$ cat src/videoTxPkg.sv
//--------------------------------------------------------------------------
// Video transmit package
// Channel count, sample widths, CSR map and status bit positions
//--------------------------------------------------------------------------
package videoTxPkg;

	// Colour lanes R, G, B
	localparam int cChannels   = 3;

	// Memory word, RGB565
	localparam int cPixelBits  = 16;

	// Expanded and panel channel depths
	localparam int cSampleBits = 8;
	localparam int cOutBits    = 4;

	typedef logic [cSampleBits-1:0] tSample;
	typedef logic [cOutBits-1:0]    tOut;

	// CSR byte offsets
	localparam int cCtrlAdrs   = 'h0;
	localparam int cFbufAdrs   = 'h4;
	localparam int cStatusAdrs = 'h8;

	// CTRL and STATUS bits
	localparam int cCtrlDisplayEn = 0;
	localparam int cCtrlDmaEn     = 1;
	localparam int cStatUnderflow = 0;
	localparam int cStatFrameLsb  = 8;

endpackage

$ cat src/videoTxCsr.sv
//--------------------------------------------------------------------------
// Video transmit register slave
// CTRL enables, frame buffer base address and STATUS with sticky
// underflow and a wrapping frame count
//--------------------------------------------------------------------------
`timescale 1ns/1ns

module videoTxCsr
	import videoTxPkg::*;
#(
	parameter int pBusAdrsBit   = 16,
	parameter int pMemAdrsWidth = 19
)(
	input  logic                     sysClk,
	input  logic                     rstN,
	// Register bus
	input  logic [pBusAdrsBit-1:0]   csrAdrs,
	input  logic [31:0]              csrWd,
	input  logic                     csrWe,
	input  logic                     csrRe,
	output logic [31:0]              csrRd,
	output logic                     csrRdValid,
	// Control out
	output logic                     displayEn,
	output logic                     dmaEn,
	output logic [pMemAdrsWidth-1:0] fbufAdrs,
	// Status in
	input  logic [cChannels-1:0]     underrun,
	input  logic                     frameStart
);

localparam int cFrameBits = 8;

logic                  selCtrl;
logic                  selFbuf;
logic                  selStatus;
logic                  underflow;
logic [cFrameBits-1:0] frameCount;
logic [31:0]           rdMux;

assign selCtrl   = csrAdrs == pBusAdrsBit'(cCtrlAdrs);
assign selFbuf   = csrAdrs == pBusAdrsBit'(cFbufAdrs);
assign selStatus = csrAdrs == pBusAdrsBit'(cStatusAdrs);

//--------------------------------------------------------------------------
// Register write
//--------------------------------------------------------------------------
always_ff @(posedge sysClk or negedge rstN)
begin
	if (!rstN)
	begin
		displayEn  <= 1'b0;
		dmaEn      <= 1'b0;
		fbufAdrs   <= '0;
		underflow  <= 1'b0;
		frameCount <= '0;
	end
	else
	begin
		if (csrWe && selCtrl)
		begin
			displayEn <= csrWd[cCtrlDisplayEn];
			dmaEn     <= csrWd[cCtrlDmaEn];
		end
		if (csrWe && selFbuf)
			fbufAdrs <= csrWd[pMemAdrsWidth-1:0];

		// A new underrun wins over a clear in the same cycle
		if (|underrun)
			underflow <= 1'b1;
		else if (csrWe && selStatus && csrWd[cStatUnderflow])
			underflow <= 1'b0;

		if (frameStart)
			frameCount <= frameCount + 1'b1;
	end
end

//--------------------------------------------------------------------------
// Read path, data one cycle after the strobe
//--------------------------------------------------------------------------
always_comb
begin
	rdMux = '0;
	if (selCtrl)
	begin
		rdMux[cCtrlDisplayEn] = displayEn;
		rdMux[cCtrlDmaEn]     = dmaEn;
	end
	else if (selFbuf)
		rdMux[pMemAdrsWidth-1:0] = fbufAdrs;
	else if (selStatus)
	begin
		rdMux[cStatUnderflow]            = underflow;
		rdMux[cStatFrameLsb +: cFrameBits] = frameCount;
	end
end

always_ff @(posedge sysClk or negedge rstN)
begin
	if (!rstN)
		csrRdValid <= 1'b0;
	else
		csrRdValid <= csrRe;
end

always_ff @(posedge sysClk)
begin
	if (csrRe)
		csrRd <= rdMux;
end

endmodule

$ cat src/frameFetcher.sv
//--------------------------------------------------------------------------
// Frame fetcher
// Reads one frame of RGB565 words per frame start, expands each pixel
// to three 8-bit samples and spends one credit per lane per request
//--------------------------------------------------------------------------
`timescale 1ns/1ns

module frameFetcher
	import videoTxPkg::*;
#(
	parameter int pHdisplay     = 480,
	parameter int pVdisplay     = 272,
	parameter int pMemAdrsWidth = 19,
	parameter int pLaneDepth    = 8
)(
	input  logic                     sysClk,
	input  logic                     rstN,
	input  logic                     dmaEn,
	input  logic                     frameStart,
	input  logic [pMemAdrsWidth-1:0] fbufAdrs,
	// Memory read bus
	output logic [pMemAdrsWidth-1:0] memAdrs,
	output logic                     memReq,
	input  logic                     memRdy,
	input  logic [cPixelBits-1:0]    memRd,
	input  logic                     memRdValid,
	// Lanes
	output tSample                   laneData [cChannels],
	output logic                     laneValid,
	input  logic [cChannels-1:0]     credit
);

localparam int cPixels  = pHdisplay * pVdisplay;
localparam int cRemainW = $clog2(cPixels + 1);
localparam int cCreditW = $clog2(pLaneDepth + 1);

logic [pMemAdrsWidth-1:0] adrsCnt;
logic [cRemainW-1:0]      remain;
logic [cCreditW-1:0]      creditCnt [cChannels];
logic                     allCredit;
logic                     reqHold;
logic                     startPend;
logic                     reload;
logic                     accept;

always_comb
begin
	allCredit = 1'b1;
	for (int i = 0; i < cChannels; i++)
	begin
		if (creditCnt[i] == '0)
			allCredit = 1'b0;
	end
end

// A stalled request stays up whatever dmaEn or frameStart do
assign memReq  = reqHold
	|| (dmaEn && remain != '0 && allCredit && !frameStart && !startPend);
assign memAdrs = adrsCnt;
assign accept  = memReq && memRdy;

// Base reload waits until no request is stalled
assign reload  = (frameStart || startPend) && !reqHold;

//--------------------------------------------------------------------------
// Address and pixel counters
//--------------------------------------------------------------------------
always_ff @(posedge sysClk or negedge rstN)
begin
	if (!rstN)
	begin
		adrsCnt   <= '0;
		remain    <= '0;
		reqHold   <= 1'b0;
		startPend <= 1'b0;
	end
	else
	begin
		reqHold   <= memReq && !memRdy;
		startPend <= (frameStart || startPend) && reqHold;
		if (reload)
		begin
			adrsCnt <= fbufAdrs;
			remain  <= cRemainW'(cPixels);
		end
		else if (accept)
		begin
			adrsCnt <= adrsCnt + 1'b1;
			remain  <= remain - 1'b1;
		end
	end
end

//--------------------------------------------------------------------------
// Lane credits
//--------------------------------------------------------------------------
always_ff @(posedge sysClk or negedge rstN)
begin
	if (!rstN)
	begin
		for (int i = 0; i < cChannels; i++)
			creditCnt[i] <= cCreditW'(pLaneDepth);
	end
	else
	begin
		for (int i = 0; i < cChannels; i++)
			creditCnt[i] <= creditCnt[i] - cCreditW'(accept) + cCreditW'(credit[i]);
	end
end

//--------------------------------------------------------------------------
// Pixel expansion by bit replication
//--------------------------------------------------------------------------
always_ff @(posedge sysClk or negedge rstN)
begin
	if (!rstN)
		laneValid <= 1'b0;
	else
		laneValid <= memRdValid;
end

always_ff @(posedge sysClk)
begin
	if (memRdValid)
	begin
		// R5, G6, B5 from the top down
		laneData[0] <= {memRd[15:11], memRd[15:13]};
		laneData[1] <= {memRd[10:5], memRd[10:9]};
		laneData[2] <= {memRd[4:0], memRd[4:2]};
	end
end

endmodule

$ cat src/colorLane.sv
//--------------------------------------------------------------------------
// Colour lane
// Sample FIFO with credit return and per-line error diffusion from
// 8-bit samples down to the 4-bit panel depth
//--------------------------------------------------------------------------
`timescale 1ns/1ns

module colorLane
	import videoTxPkg::*;
#(
	parameter int pLaneDepth = 8
)(
	input  logic   sysClk,
	input  logic   rstN,
	input  tSample pushData,
	input  logic   push,
	input  logic   pop,
	input  logic   lineStart,
	output logic   credit,
	output tOut    outValue,
	output logic   underrun
);

localparam int cPtrW = (pLaneDepth > 1) ? $clog2(pLaneDepth) : 1;
localparam int cCntW = $clog2(pLaneDepth + 1);

tSample               fifoMem [pLaneDepth];
logic [cPtrW-1:0]     wrPtr;
logic [cPtrW-1:0]     rdPtr;
logic [cCntW-1:0]     fill;
logic                 empty;
logic                 doPop;
logic [cOutBits-1:0]  residual;
logic [cOutBits-1:0]  carryIn;
logic [cSampleBits:0] sum;

assign empty   = fill == '0;
assign doPop   = pop && !empty;

// Residual restarts at each line
assign carryIn = lineStart ? '0 : residual;
assign sum     = (cSampleBits + 1)'(fifoMem[rdPtr]) + (cSampleBits + 1)'(carryIn);

always_ff @(posedge sysClk)
begin
	if (push)
		fifoMem[wrPtr] <= pushData;
end

always_ff @(posedge sysClk or negedge rstN)
begin
	if (!rstN)
	begin
		wrPtr    <= '0;
		rdPtr    <= '0;
		fill     <= '0;
		residual <= '0;
		outValue <= '0;
		credit   <= 1'b0;
		underrun <= 1'b0;
	end
	else
	begin
		if (push)
			wrPtr <= (wrPtr == cPtrW'(pLaneDepth - 1)) ? '0 : wrPtr + 1'b1;
		if (doPop)
			rdPtr <= (rdPtr == cPtrW'(pLaneDepth - 1)) ? '0 : rdPtr + 1'b1;
		fill     <= fill + cCntW'(push) - cCntW'(doPop);
		credit   <= doPop;
		underrun <= pop && empty;

		if (pop)
		begin
			if (empty)
			begin
				outValue <= '0;
				residual <= '0;
			end
			else if (sum[cSampleBits])
			begin
				// Saturate
				outValue <= '1;
				residual <= '0;
			end
			else
			begin
				outValue <= sum[cSampleBits-1 -: cOutBits];
				residual <= sum[cOutBits-1:0];
			end
		end
	end
end

endmodule

$ cat src/tftTiming.sv
//--------------------------------------------------------------------------
// TFT timing generator
// Horizontal and vertical counters, registered syncs and data enable,
// lane pop and line and frame markers
//--------------------------------------------------------------------------
`timescale 1ns/1ns

module tftTiming #(
	parameter int pHdisplay = 480,
	parameter int pHfront   = 8,
	parameter int pHpulse   = 10,
	parameter int pHback    = 43,
	parameter int pVdisplay = 272,
	parameter int pVfront   = 12,
	parameter int pVpulse   = 10,
	parameter int pVback    = 4
)(
	input  logic sysClk,
	input  logic rstN,
	input  logic displayEn,
	output logic pop,
	output logic lineStart,
	output logic frameStart,
	output logic tftHSync,
	output logic tftVSync,
	output logic tftDe
);

// Line is sync, back porch, active, front porch
localparam int cHStart = pHpulse + pHback;
localparam int cHEnd   = cHStart + pHdisplay;
localparam int cHTotal = cHEnd + pHfront;
localparam int cVStart = pVpulse + pVback;
localparam int cVEnd   = cVStart + pVdisplay;
localparam int cVTotal = cVEnd + pVfront;
localparam int cHW     = $clog2(cHTotal + 1);
localparam int cVW     = $clog2(cVTotal + 1);

logic [cHW-1:0] hCnt;
logic [cVW-1:0] vCnt;
logic           hActive;
logic           vActive;
logic           active;
logic           hSyncOn;
logic           vSyncOn;

//--------------------------------------------------------------------------
// Counters, held at the origin while the display is off
//--------------------------------------------------------------------------
always_ff @(posedge sysClk or negedge rstN)
begin
	if (!rstN)
	begin
		hCnt <= '0;
		vCnt <= '0;
	end
	else if (!displayEn)
	begin
		hCnt <= '0;
		vCnt <= '0;
	end
	else if (hCnt == cHW'(cHTotal - 1))
	begin
		hCnt <= '0;
		vCnt <= (vCnt == cVW'(cVTotal - 1)) ? '0 : vCnt + 1'b1;
	end
	else
		hCnt <= hCnt + 1'b1;
end

//--------------------------------------------------------------------------
// Decode
//--------------------------------------------------------------------------
assign hActive    = hCnt >= cHW'(cHStart) && hCnt < cHW'(cHEnd);
assign vActive    = vCnt >= cVW'(cVStart) && vCnt < cVW'(cVEnd);
assign active     = displayEn && hActive && vActive;
assign hSyncOn    = displayEn && hCnt < cHW'(pHpulse);
assign vSyncOn    = displayEn && vCnt < cVW'(pVpulse);

assign pop        = active;
assign lineStart  = active && hCnt == cHW'(cHStart);
assign frameStart = displayEn && hCnt == '0 && vCnt == '0;

// Panel controls, same cycle as the lane outputs
always_ff @(posedge sysClk or negedge rstN)
begin
	if (!rstN)
	begin
		tftHSync <= 1'b1;
		tftVSync <= 1'b1;
		tftDe    <= 1'b0;
	end
	else
	begin
		tftHSync <= !hSyncOn;
		tftVSync <= !vSyncOn;
		tftDe    <= active;
	end
end

endmodule

$ cat src/videoTxTop.sv
//--------------------------------------------------------------------------
// Video transmit top level
// Register slave, frame fetcher, three colour lanes and TFT timing
//--------------------------------------------------------------------------
`timescale 1ns/1ns

module videoTxTop
	import videoTxPkg::*;
#(
	parameter int pHdisplay     = 480,
	parameter int pHfront       = 8,
	parameter int pHpulse       = 10,
	parameter int pHback        = 43,
	parameter int pVdisplay     = 272,
	parameter int pVfront       = 12,
	parameter int pVpulse       = 10,
	parameter int pVback        = 4,
	parameter int pMemAdrsWidth = 19,
	parameter int pLaneDepth    = 8,
	parameter int pBusAdrsBit   = 16
)(
	input  logic                     sysClk,
	input  logic                     rstN,
	// Register bus
	input  logic [pBusAdrsBit-1:0]   csrAdrs,
	input  logic [31:0]              csrWd,
	input  logic                     csrWe,
	input  logic                     csrRe,
	output logic [31:0]              csrRd,
	output logic                     csrRdValid,
	// Memory read bus
	output logic [pMemAdrsWidth-1:0] memAdrs,
	output logic                     memReq,
	input  logic                     memRdy,
	input  logic [cPixelBits-1:0]    memRd,
	input  logic                     memRdValid,
	// Panel
	output tOut                      tftR,
	output tOut                      tftG,
	output tOut                      tftB,
	output logic                     tftHSync,
	output logic                     tftVSync,
	output logic                     tftDe
);

logic                     displayEn;
logic                     dmaEn;
logic [pMemAdrsWidth-1:0] fbufAdrs;
logic                     frameStart;
logic                     pop;
logic                     lineStart;
tSample                   laneData [cChannels];
logic                     laneValid;
logic [cChannels-1:0]     credit;
logic [cChannels-1:0]     underrun;
tOut                      laneOut [cChannels];

videoTxCsr #(
	.pBusAdrsBit   (pBusAdrsBit),
	.pMemAdrsWidth (pMemAdrsWidth)
) csr0 (
	.sysClk     (sysClk),
	.rstN       (rstN),
	.csrAdrs    (csrAdrs),
	.csrWd      (csrWd),
	.csrWe      (csrWe),
	.csrRe      (csrRe),
	.csrRd      (csrRd),
	.csrRdValid (csrRdValid),
	.displayEn  (displayEn),
	.dmaEn      (dmaEn),
	.fbufAdrs   (fbufAdrs),
	.underrun   (underrun),
	.frameStart (frameStart)
);

frameFetcher #(
	.pHdisplay     (pHdisplay),
	.pVdisplay     (pVdisplay),
	.pMemAdrsWidth (pMemAdrsWidth),
	.pLaneDepth    (pLaneDepth)
) fetch0 (
	.sysClk     (sysClk),
	.rstN       (rstN),
	.dmaEn      (dmaEn),
	.frameStart (frameStart),
	.fbufAdrs   (fbufAdrs),
	.memAdrs    (memAdrs),
	.memReq     (memReq),
	.memRdy     (memRdy),
	.memRd      (memRd),
	.memRdValid (memRdValid),
	.laneData   (laneData),
	.laneValid  (laneValid),
	.credit     (credit)
);

//--------------------------------------------------------------------------
// Colour lanes, 0 to 2 are R, G, B
//--------------------------------------------------------------------------
for (genvar i = 0; i < cChannels; i++)
begin : genLane
	colorLane #(
		.pLaneDepth (pLaneDepth)
	) lane (
		.sysClk    (sysClk),
		.rstN      (rstN),
		.pushData  (laneData[i]),
		.push      (laneValid),
		.pop       (pop),
		.lineStart (lineStart),
		.credit    (credit[i]),
		.outValue  (laneOut[i]),
		.underrun  (underrun[i])
	);
end

assign tftR = laneOut[0];
assign tftG = laneOut[1];
assign tftB = laneOut[2];

tftTiming #(
	.pHdisplay (pHdisplay),
	.pHfront   (pHfront),
	.pHpulse   (pHpulse),
	.pHback    (pHback),
	.pVdisplay (pVdisplay),
	.pVfront   (pVfront),
	.pVpulse   (pVpulse),
	.pVback    (pVback)
) timing0 (
	.sysClk     (sysClk),
	.rstN       (rstN),
	.displayEn  (displayEn),
	.pop        (pop),
	.lineStart  (lineStart),
	.frameStart (frameStart),
	.tftHSync   (tftHSync),
	.tftVSync   (tftVSync),
	.tftDe      (tftDe)
);

endmodule

$ cat config.mk
export PLATFORM = sky130hd
export DESIGN_NAME = videoTxTop
export DESIGN_NICKNAME = d
export VERILOG_FILES = /design/src/videoTxPkg.sv /design/src/videoTxCsr.sv /design/src/frameFetcher.sv /design/src/colorLane.sv /design/src/tftTiming.sv /design/src/videoTxTop.sv
export SDC_FILE = /design/constraint.sdc
export NUM_CORES = 1
export LEC_CHECK = 0
export BUFFER_PORTS_ARGS = -buffer_cell sky130_fd_sc_hd__buf_2
export CORE_ASPECT_RATIO = 0.75
export CORE_MARGIN = 5
export CORE_UTILIZATION = 30
export CTS_CLUSTER_DIAMETER = 200
export DETAILED_ROUTE_END_ITERATION = 12
export HOLD_SLACK_MARGIN = 0.02
export SLEW_MARGIN = 0
export SYNTH_ARGS = -nofsm -noshare
export SYNTH_HDL_FRONTEND = slang
export SYNTH_SLANG_ARGS = --single-unit
$ cat constraint.sdc
create_clock -name sysClk -period 3.8 [get_ports sysClk]
set_input_delay 0.19 -clock sysClk [delete_from_list [all_inputs] [get_ports sysClk]]
set_output_delay 0.19 -clock sysClk [all_outputs]
set_load 0.02 [all_outputs]
==> results of run 1 <==
## stage by stage
| step | utilization | setup WS [ps] | total power [mW] | hold slack (ps) |
|---|---|---|---|---|
| after floorplan | - | 82.54 | 5.860 | -105.6 |
| after global placement | 0.3287 | 229.5 | 6.351 | 262.1 |
| after detailed placement | 0.3287 | 95.17 | 6.436 | 269.6 |
| after CTS | 0.3584 | 64.67 | 9.975 | 22.58 |
| after global routing | 0.3595 | -11.88 | 10.40 | 36.26 |
| final | 0.3595 | 172.2 | 9.830 | 47.55 |
## registers in the layout (all words and copies together), names as in the netlist, 10 cells and up
register / cells
fetch0.remain: 17
csr0.csrRd: 19
fetch0.memAdrs: 19
timing0.hCnt: 10
csr0.fbufAdrs: 19
fetch0.laneData: 16
genLane.lane.fill: 12
fetch0.creditCnt: 12
genLane.lane.outValue: 12
genLane.lane.residual: 12
genLane.lane.fifoMem: 128
## area by class of cell
type                            instances  area, um2  share of cell area
Clock buffer                           49      989.7             0.05361
Timing Repair Buffer                  185       1226             0.06642
Inverter                               79      296.5             0.01606
Multi-Input combinational cell        726       5942              0.3219
Clock inverter                         13      167.7            0.009082
Tap cell                              666      833.3             0.04514
Sequential cell                       327       9005              0.4878
## how the worst max path moves through the flow
stage / start / end / slack (ps) / cells past startpoint
finish: timing0.hCnt[1] / genLane[0].lane.outValue[3] / 170 / 14
global route: timing0.hCnt[1] / genLane[0].lane.outValue[3] / -10 / 14
CTS: timing0.hCnt[1] / genLane[0].lane.outValue[3] / 60 / 14
detailed placement: timing0.hCnt[0] / genLane[0].lane.outValue[3] / 100 / 14
global placement: timing0.hCnt[0] / genLane[0].lane.outValue[3] / 230 / 14
floorplan: timing0.hCnt[0] / genLane[0].lane.outValue[3] / 80 / 14
## Yosys cell counts, drive strengths merged, types with 10 or more instances
master / count
a21o: 16
buf: 37
a21oi: 20
or4: 12
dfrtp: 159
mux2i: 16
o31ai: 36
nor3: 21
xnor2: 35
and2: 11
nand2b: 14
xor2: 14
nand3: 46
mux2: 45
ha: 64
o21ai: 48
nor2b: 21
nand2: 47
a22o: 10
edfxtp: 163
mux4: 28
nor2: 62
nand4: 12
or3: 10
clkbuf: 20
and3: 11
inv: 79
a211oi: 11
## metal layers
layer | vias to the layer above | track usage | wire [um]
met1 | 4938 | 0.1743 | 16900
met5 | - | 0 | 13
met3 | 35 | 0.02476 | 1764
met4 | 2 | 0.01940 | 402
met2 | 205 | 0.1840 | 15460
li1 | 4708 | - | -
## worst max-delay path: stages (launching register included)
cell       delay [ps]
dfrtp_1           410
inv_1             110
ha_2              240
nor2b_1            70
o211ai_2          180
o2111ai_4         170
nor3_4            220
buf_4             200
nor2b_1            60
ha_1              220
fa_1              420
a21o_1            190
a21o_1            230
or4_1             510
a32o_1            270
## cell usage in the layout, fill, tap and decap left out, types with 37 or more instances in the layout
| master | synthesis | final |
|---|---|---|
| buf_2 | 11 | 110 |
| dfrtp_1 | 159 | 159 |
| dlygate4sd3_1 | 0 | 37 |
| edfxtp_1 | 163 | 163 |
| ha_1 | 64 | 63 |
| inv_1 | 79 | 79 |
| mux2_2 | 45 | 45 |
| nand2_1 | 46 | 46 |
| nand3_1 | 46 | 46 |
| nor2_1 | 61 | 61 |
| o21ai_0 | 43 | 43 |
## power by group
group	internal, mW	switching [mW]	total, mW
clock	2.03	1.41	3.44
sequential	4.26	0.378	4.64
combinational	0.727	1.02	1.75
## logic make-up (layout without fill, tap and decap cells)
kind of cell,Yosys count,count (layout),synth area share
flip-flops,327,327,0.5800
AND/OR/NAND/NOR,306,306,0.1104
AO/OA/AOI/OAI,196,196,0.09123
buffers and inverters,136,326,0.04102
multiplexers,89,89,0.08623
adder cells (fa/ha/maj),73,73,0.06318
XOR/XNOR,49,49,0.02764
other,1,13,0.0002415
## what timing repair did
item / 4_1_cts / 5_1_grt
buffers inserted: 0 / 4
endpoints found under the hold margin: 108 / 0
endpoints found under the setup margin: 0 / 5
hold buffers: 37 / 0
gates resized for setup: 0 / 3
==> flow_summary.ini, run 1 <==
[floorplanning]
die_h_um = 207.0
die_w_um = 272.7
initial_core_util = 0.3023
core-area_mm2 = 0.05135
die_area_mm2 = 0.05645
ios = 138
fp-row-count = 72

[worst_setup_path]
worst_setup_path_start_kind = register
required_ps = 4210
cp_max_fo = 5
r2r_end = genLane[0].lane.outValue[3]
cp-end-kind = register
r2r_slack_ps = 170
crit_arrival_ps = 4040
r2r_start = timing0.hCnt[1]
worstSetupPathType = register to register
ff2ff_path_depth = 14

[place]
post_dp_cell_area_mm2 = 0.01688
dp_cells = 1941
portBuffers = 111
hpwl_um = 23800
place_congestion = 0.7955

[layout]
final_cells = 2045
drive_gt1_frac = 0.2139
n_fill_cell = 4939
diodes = 0
fin_area_mm2 = 0.01846
nets = 1496
syn_to_final_growth_pct = 18.91

[sta]
finalHoldViolCount = 0
fin_crit_sh = 0.9547
drv_slew = 0
tightest_slew_ps = 1177
finClkSkew_ps = 23.91
min_period_ps = 3628
setup_viol = 0
setup-tns-final_ps = 0
fmax_mhz = 275.7
maxSlewHeadroom = 0.2092

[yosys]
async_reset_ff_frac = 0.5015
ys_seq_area_frac = 0.5800
ys.flop_type = edfxtp_1
synth-warning-count = 0
synthCells = 1177
ys_seq_elements = 327
yosys-top-cells-area = edfxtp_1 32%, dfrtp_1 26%, ha_1 5.2%
syn_area_per_cell_um2 = 13.19
synth_edf_count = 163
yosys.area.top_type = edfxtp_1
netlist.area_leader.share = 0.3153
yosysUniqueCellTypes = 80
synth_area_mm2 = 0.01552

[drt]
wire_per_inst_um = 16.89
first_iter_violations = 651
drtPass1Iterations = 5
via_count = 9888
routed_wl_um = 34540
antenna_left = 0
route.detailed.drc = 0
vias_per_cell = 4.835

[worst_hold_path]
min_delay_path_depth = 2
hp-class = input pin to register
min_from = csrAdrs[3]
min_to = csr0.csrRd[1]

[global_route]
grt_pass1_wl_um = 54630
overflow = 0
antenna_found_initial = 1
grt_usage = 0.1183
grt_max_degree = 76
grt_pass1_vias = 9874

[cts]
clk_latency_ps = 530
numCtsBuffers = 34
path_clk_slew_ps = 60
clock-sinks = 327
max-clock-path-buffers = 3
cts_htree_levels = 2
root_buffer = clkbuf_16
cts_tree = yes

[outcome]
outcome = completed

[power]
p_leak_nw = 7.561
p_per_area_mw_per_mm2 = 532.5
ir_drop_v = 0.0003200

[flow_run]
drv_cap = 0
Power figures use the tool's default switching activity.
==> run 2, diff against run 1 <==
- CELL_PAD_IN_SITES_DETAIL_PLACEMENT: not set -> 0
- CELL_PAD_IN_SITES_GLOBAL_PLACEMENT: not set -> 1
- PLACE_DENSITY_LB_ADDON: not set -> 0.1
==> run 2 against run 1 <==
Effect of this change: clock power up 11%; first-iteration DRC count down 21%; total power up 4.0%; wire length up 9.5%; maximum frequency up 2.5%; via count about the same; global-route usage up 1.5 points; sequential cell count unchanged; final cell count up 0.73%; combinational power about the same; largest cell class unchanged.
==> flow_summary.ini, run 2 (same netlist as run 1, synthesis figures left out) <==
[place]
dp_cells = 1948
post_dp_cell_area_mm2 = 0.01693
place_ws_ps = 124.0
portBuffers = 111
place_congestion = 0.7438
hpwl_um = 25930

[layout]
fin_area_mm2 = 0.01865
final_cells = 2060
nets = 1506
diodes = 0
drive_gt1_frac = 0.2217
fin_util = 0.3632
mostFrequentLayoutCells = 163 x edfxtp_1, 159 x dfrtp_1, 110 x buf_2
mostFrequentLayoutCell = edfxtp_1
syn_to_final_growth_pct = 20.13
largest-register = genLane.lane.fifoMem
largest_reg_flops = 128

[floorplanning]
initial_core_util = 0.3023
core-area_mm2 = 0.05135
die_w_um = 272.7
die_h_um = 207.0
ios = 138
fp-row-count = 72
die_area_mm2 = 0.05645

[cts]
cts_htree_levels = 2
cts_tree = yes
numCtsBuffers = 39
path_clk_slew_ps = 60
root_buffer = clkbuf_16
clk_latency_ps = 550
max-clock-path-buffers = 3
clock-sinks = 327

[worst_setup_path]
crit_arrival_ps = 3980
required_ps = 4240
worst_setup_path_start_kind = register
cp-end-kind = register
worstSetupPathType = register to register
cp_max_fo = 7

[power]
power_mw = 10.22
p_leak_nw = 7.658
p_per_area_mw_per_mm2 = 548.0
ir_drop_v = 0.0002984

[drt]
wl_met3_um = 1418
routed.top_layer = met4
wire_per_inst_um = 18.36
via_count = 9885
wl_met2_um = 16790
antenna_left = 0
wl_met1_um = 18860
first_iter_violations = 513
routed_wl_um = 37820
drtPass1Iterations = 5
vias_per_cell = 4.799
route.detailed.drc = 0

[sta]
setup_viol = 0
drv_slew = 0
worst_slack_ps = 262.0
tightest_slew_ps = 1074
fmax_mhz = 282.6
setup-tns-final_ps = 0
finalHoldViolCount = 0
maxSlewHeadroom = 0.2784
min_period_ps = 3538
fin_crit_sh = 0.9311
rsz0062_at_grt = false
hold-worst-slack_ps = 56.20
finClkSkew_ps = 26.26

[worst_hold_path]
hp-class = input pin to register

[flow_run]
drv_cap = 0

[global_route]
grt_pass1_wl_um = 60110
grt_usage = 0.1333
antenna_found_initial = 0
grt_pass1_vias = 10090
grt_max_degree = 72
overflow = 0

[outcome]
outcome = completed
==> run 2: cell count changes in the layout (fill, tap and decap cells not counted), sizes merged <==
cell,change
clkinv,+7
dlygate4sd3,+3
inv,+2
bufinv,+1
clkbuf,-1
clkdlybuf4s15,-1
clkinvlp,+2
buf,+2
==> run 2: critical path: stages (launching register included) <==
cell and delay, ps:
dfrtp_1 420, inv_1 100, ha_2 230, nor2b_1 70
o211ai_2 190, o2111ai_4 160, nor3_2 180, buf_4 190
nor2b_1 60, ha_1 220, fa_1 400, a21o_1 190
a21o_1 220, or4_1 510, a32o_1 270
==> run 2: power by group <==
group          internal, mW  switching (mW)
registers              4.26           0.367
logic                 0.737            1.04
clock network          2.27            1.55
==> run 2: cell type report <==
class / count / area (um2)
flip-flops and latches: 327 / 9005
clock buffers: 47 / 1057
inverters: 79 / 296.5
clock inverters: 25 / 249.0
multi-input cells: 726 / 5939
fillers: 5010 / 32700
well taps: 666 / 833.3
repair buffers: 190 / 1270
==> run 2: timing repair <==
item	in CTS	in global routing
hold buffers	40	0
setup buffers	0	0
endpoints found under the hold margin	111	0
endpoints found under the setup margin	0	16
gates resized for setup	0	4
==> run 2: per-layer routing <==
metal | vias to the layer above | global-route usage
li1 | 4755 | -
met1 | 4948 | 0.1965
met2 | 135 | 0.2028
met3 | 47 | 0.02441
met4 | 0 | 0.03583
met5 | - | 0
==> run 2: final timing paths <==
| path | from | end | slack [ps] | cells past startpoint |
|---|---|---|---|---|
| worst max register to register | timing0.hCnt[0] | genLane[0].lane.outValue[3] | 260 | 14 |
| min in group asynchronous | rstN | csr0.csrRdValid | 210 | 2 |
| worst max-delay path | timing0.hCnt[0] | genLane[0].lane.outValue[3] | 260 | 14 |
| worst min-delay path | memRdValid | fetch0.laneValid | 60 | 1 |
| max in group asynchronous | rstN | fetch0.creditCnt[3] | 2600 | 3 |
| worst min register to register | genLane[0].lane.underrun | csr0.underflow | 450 | 1 |
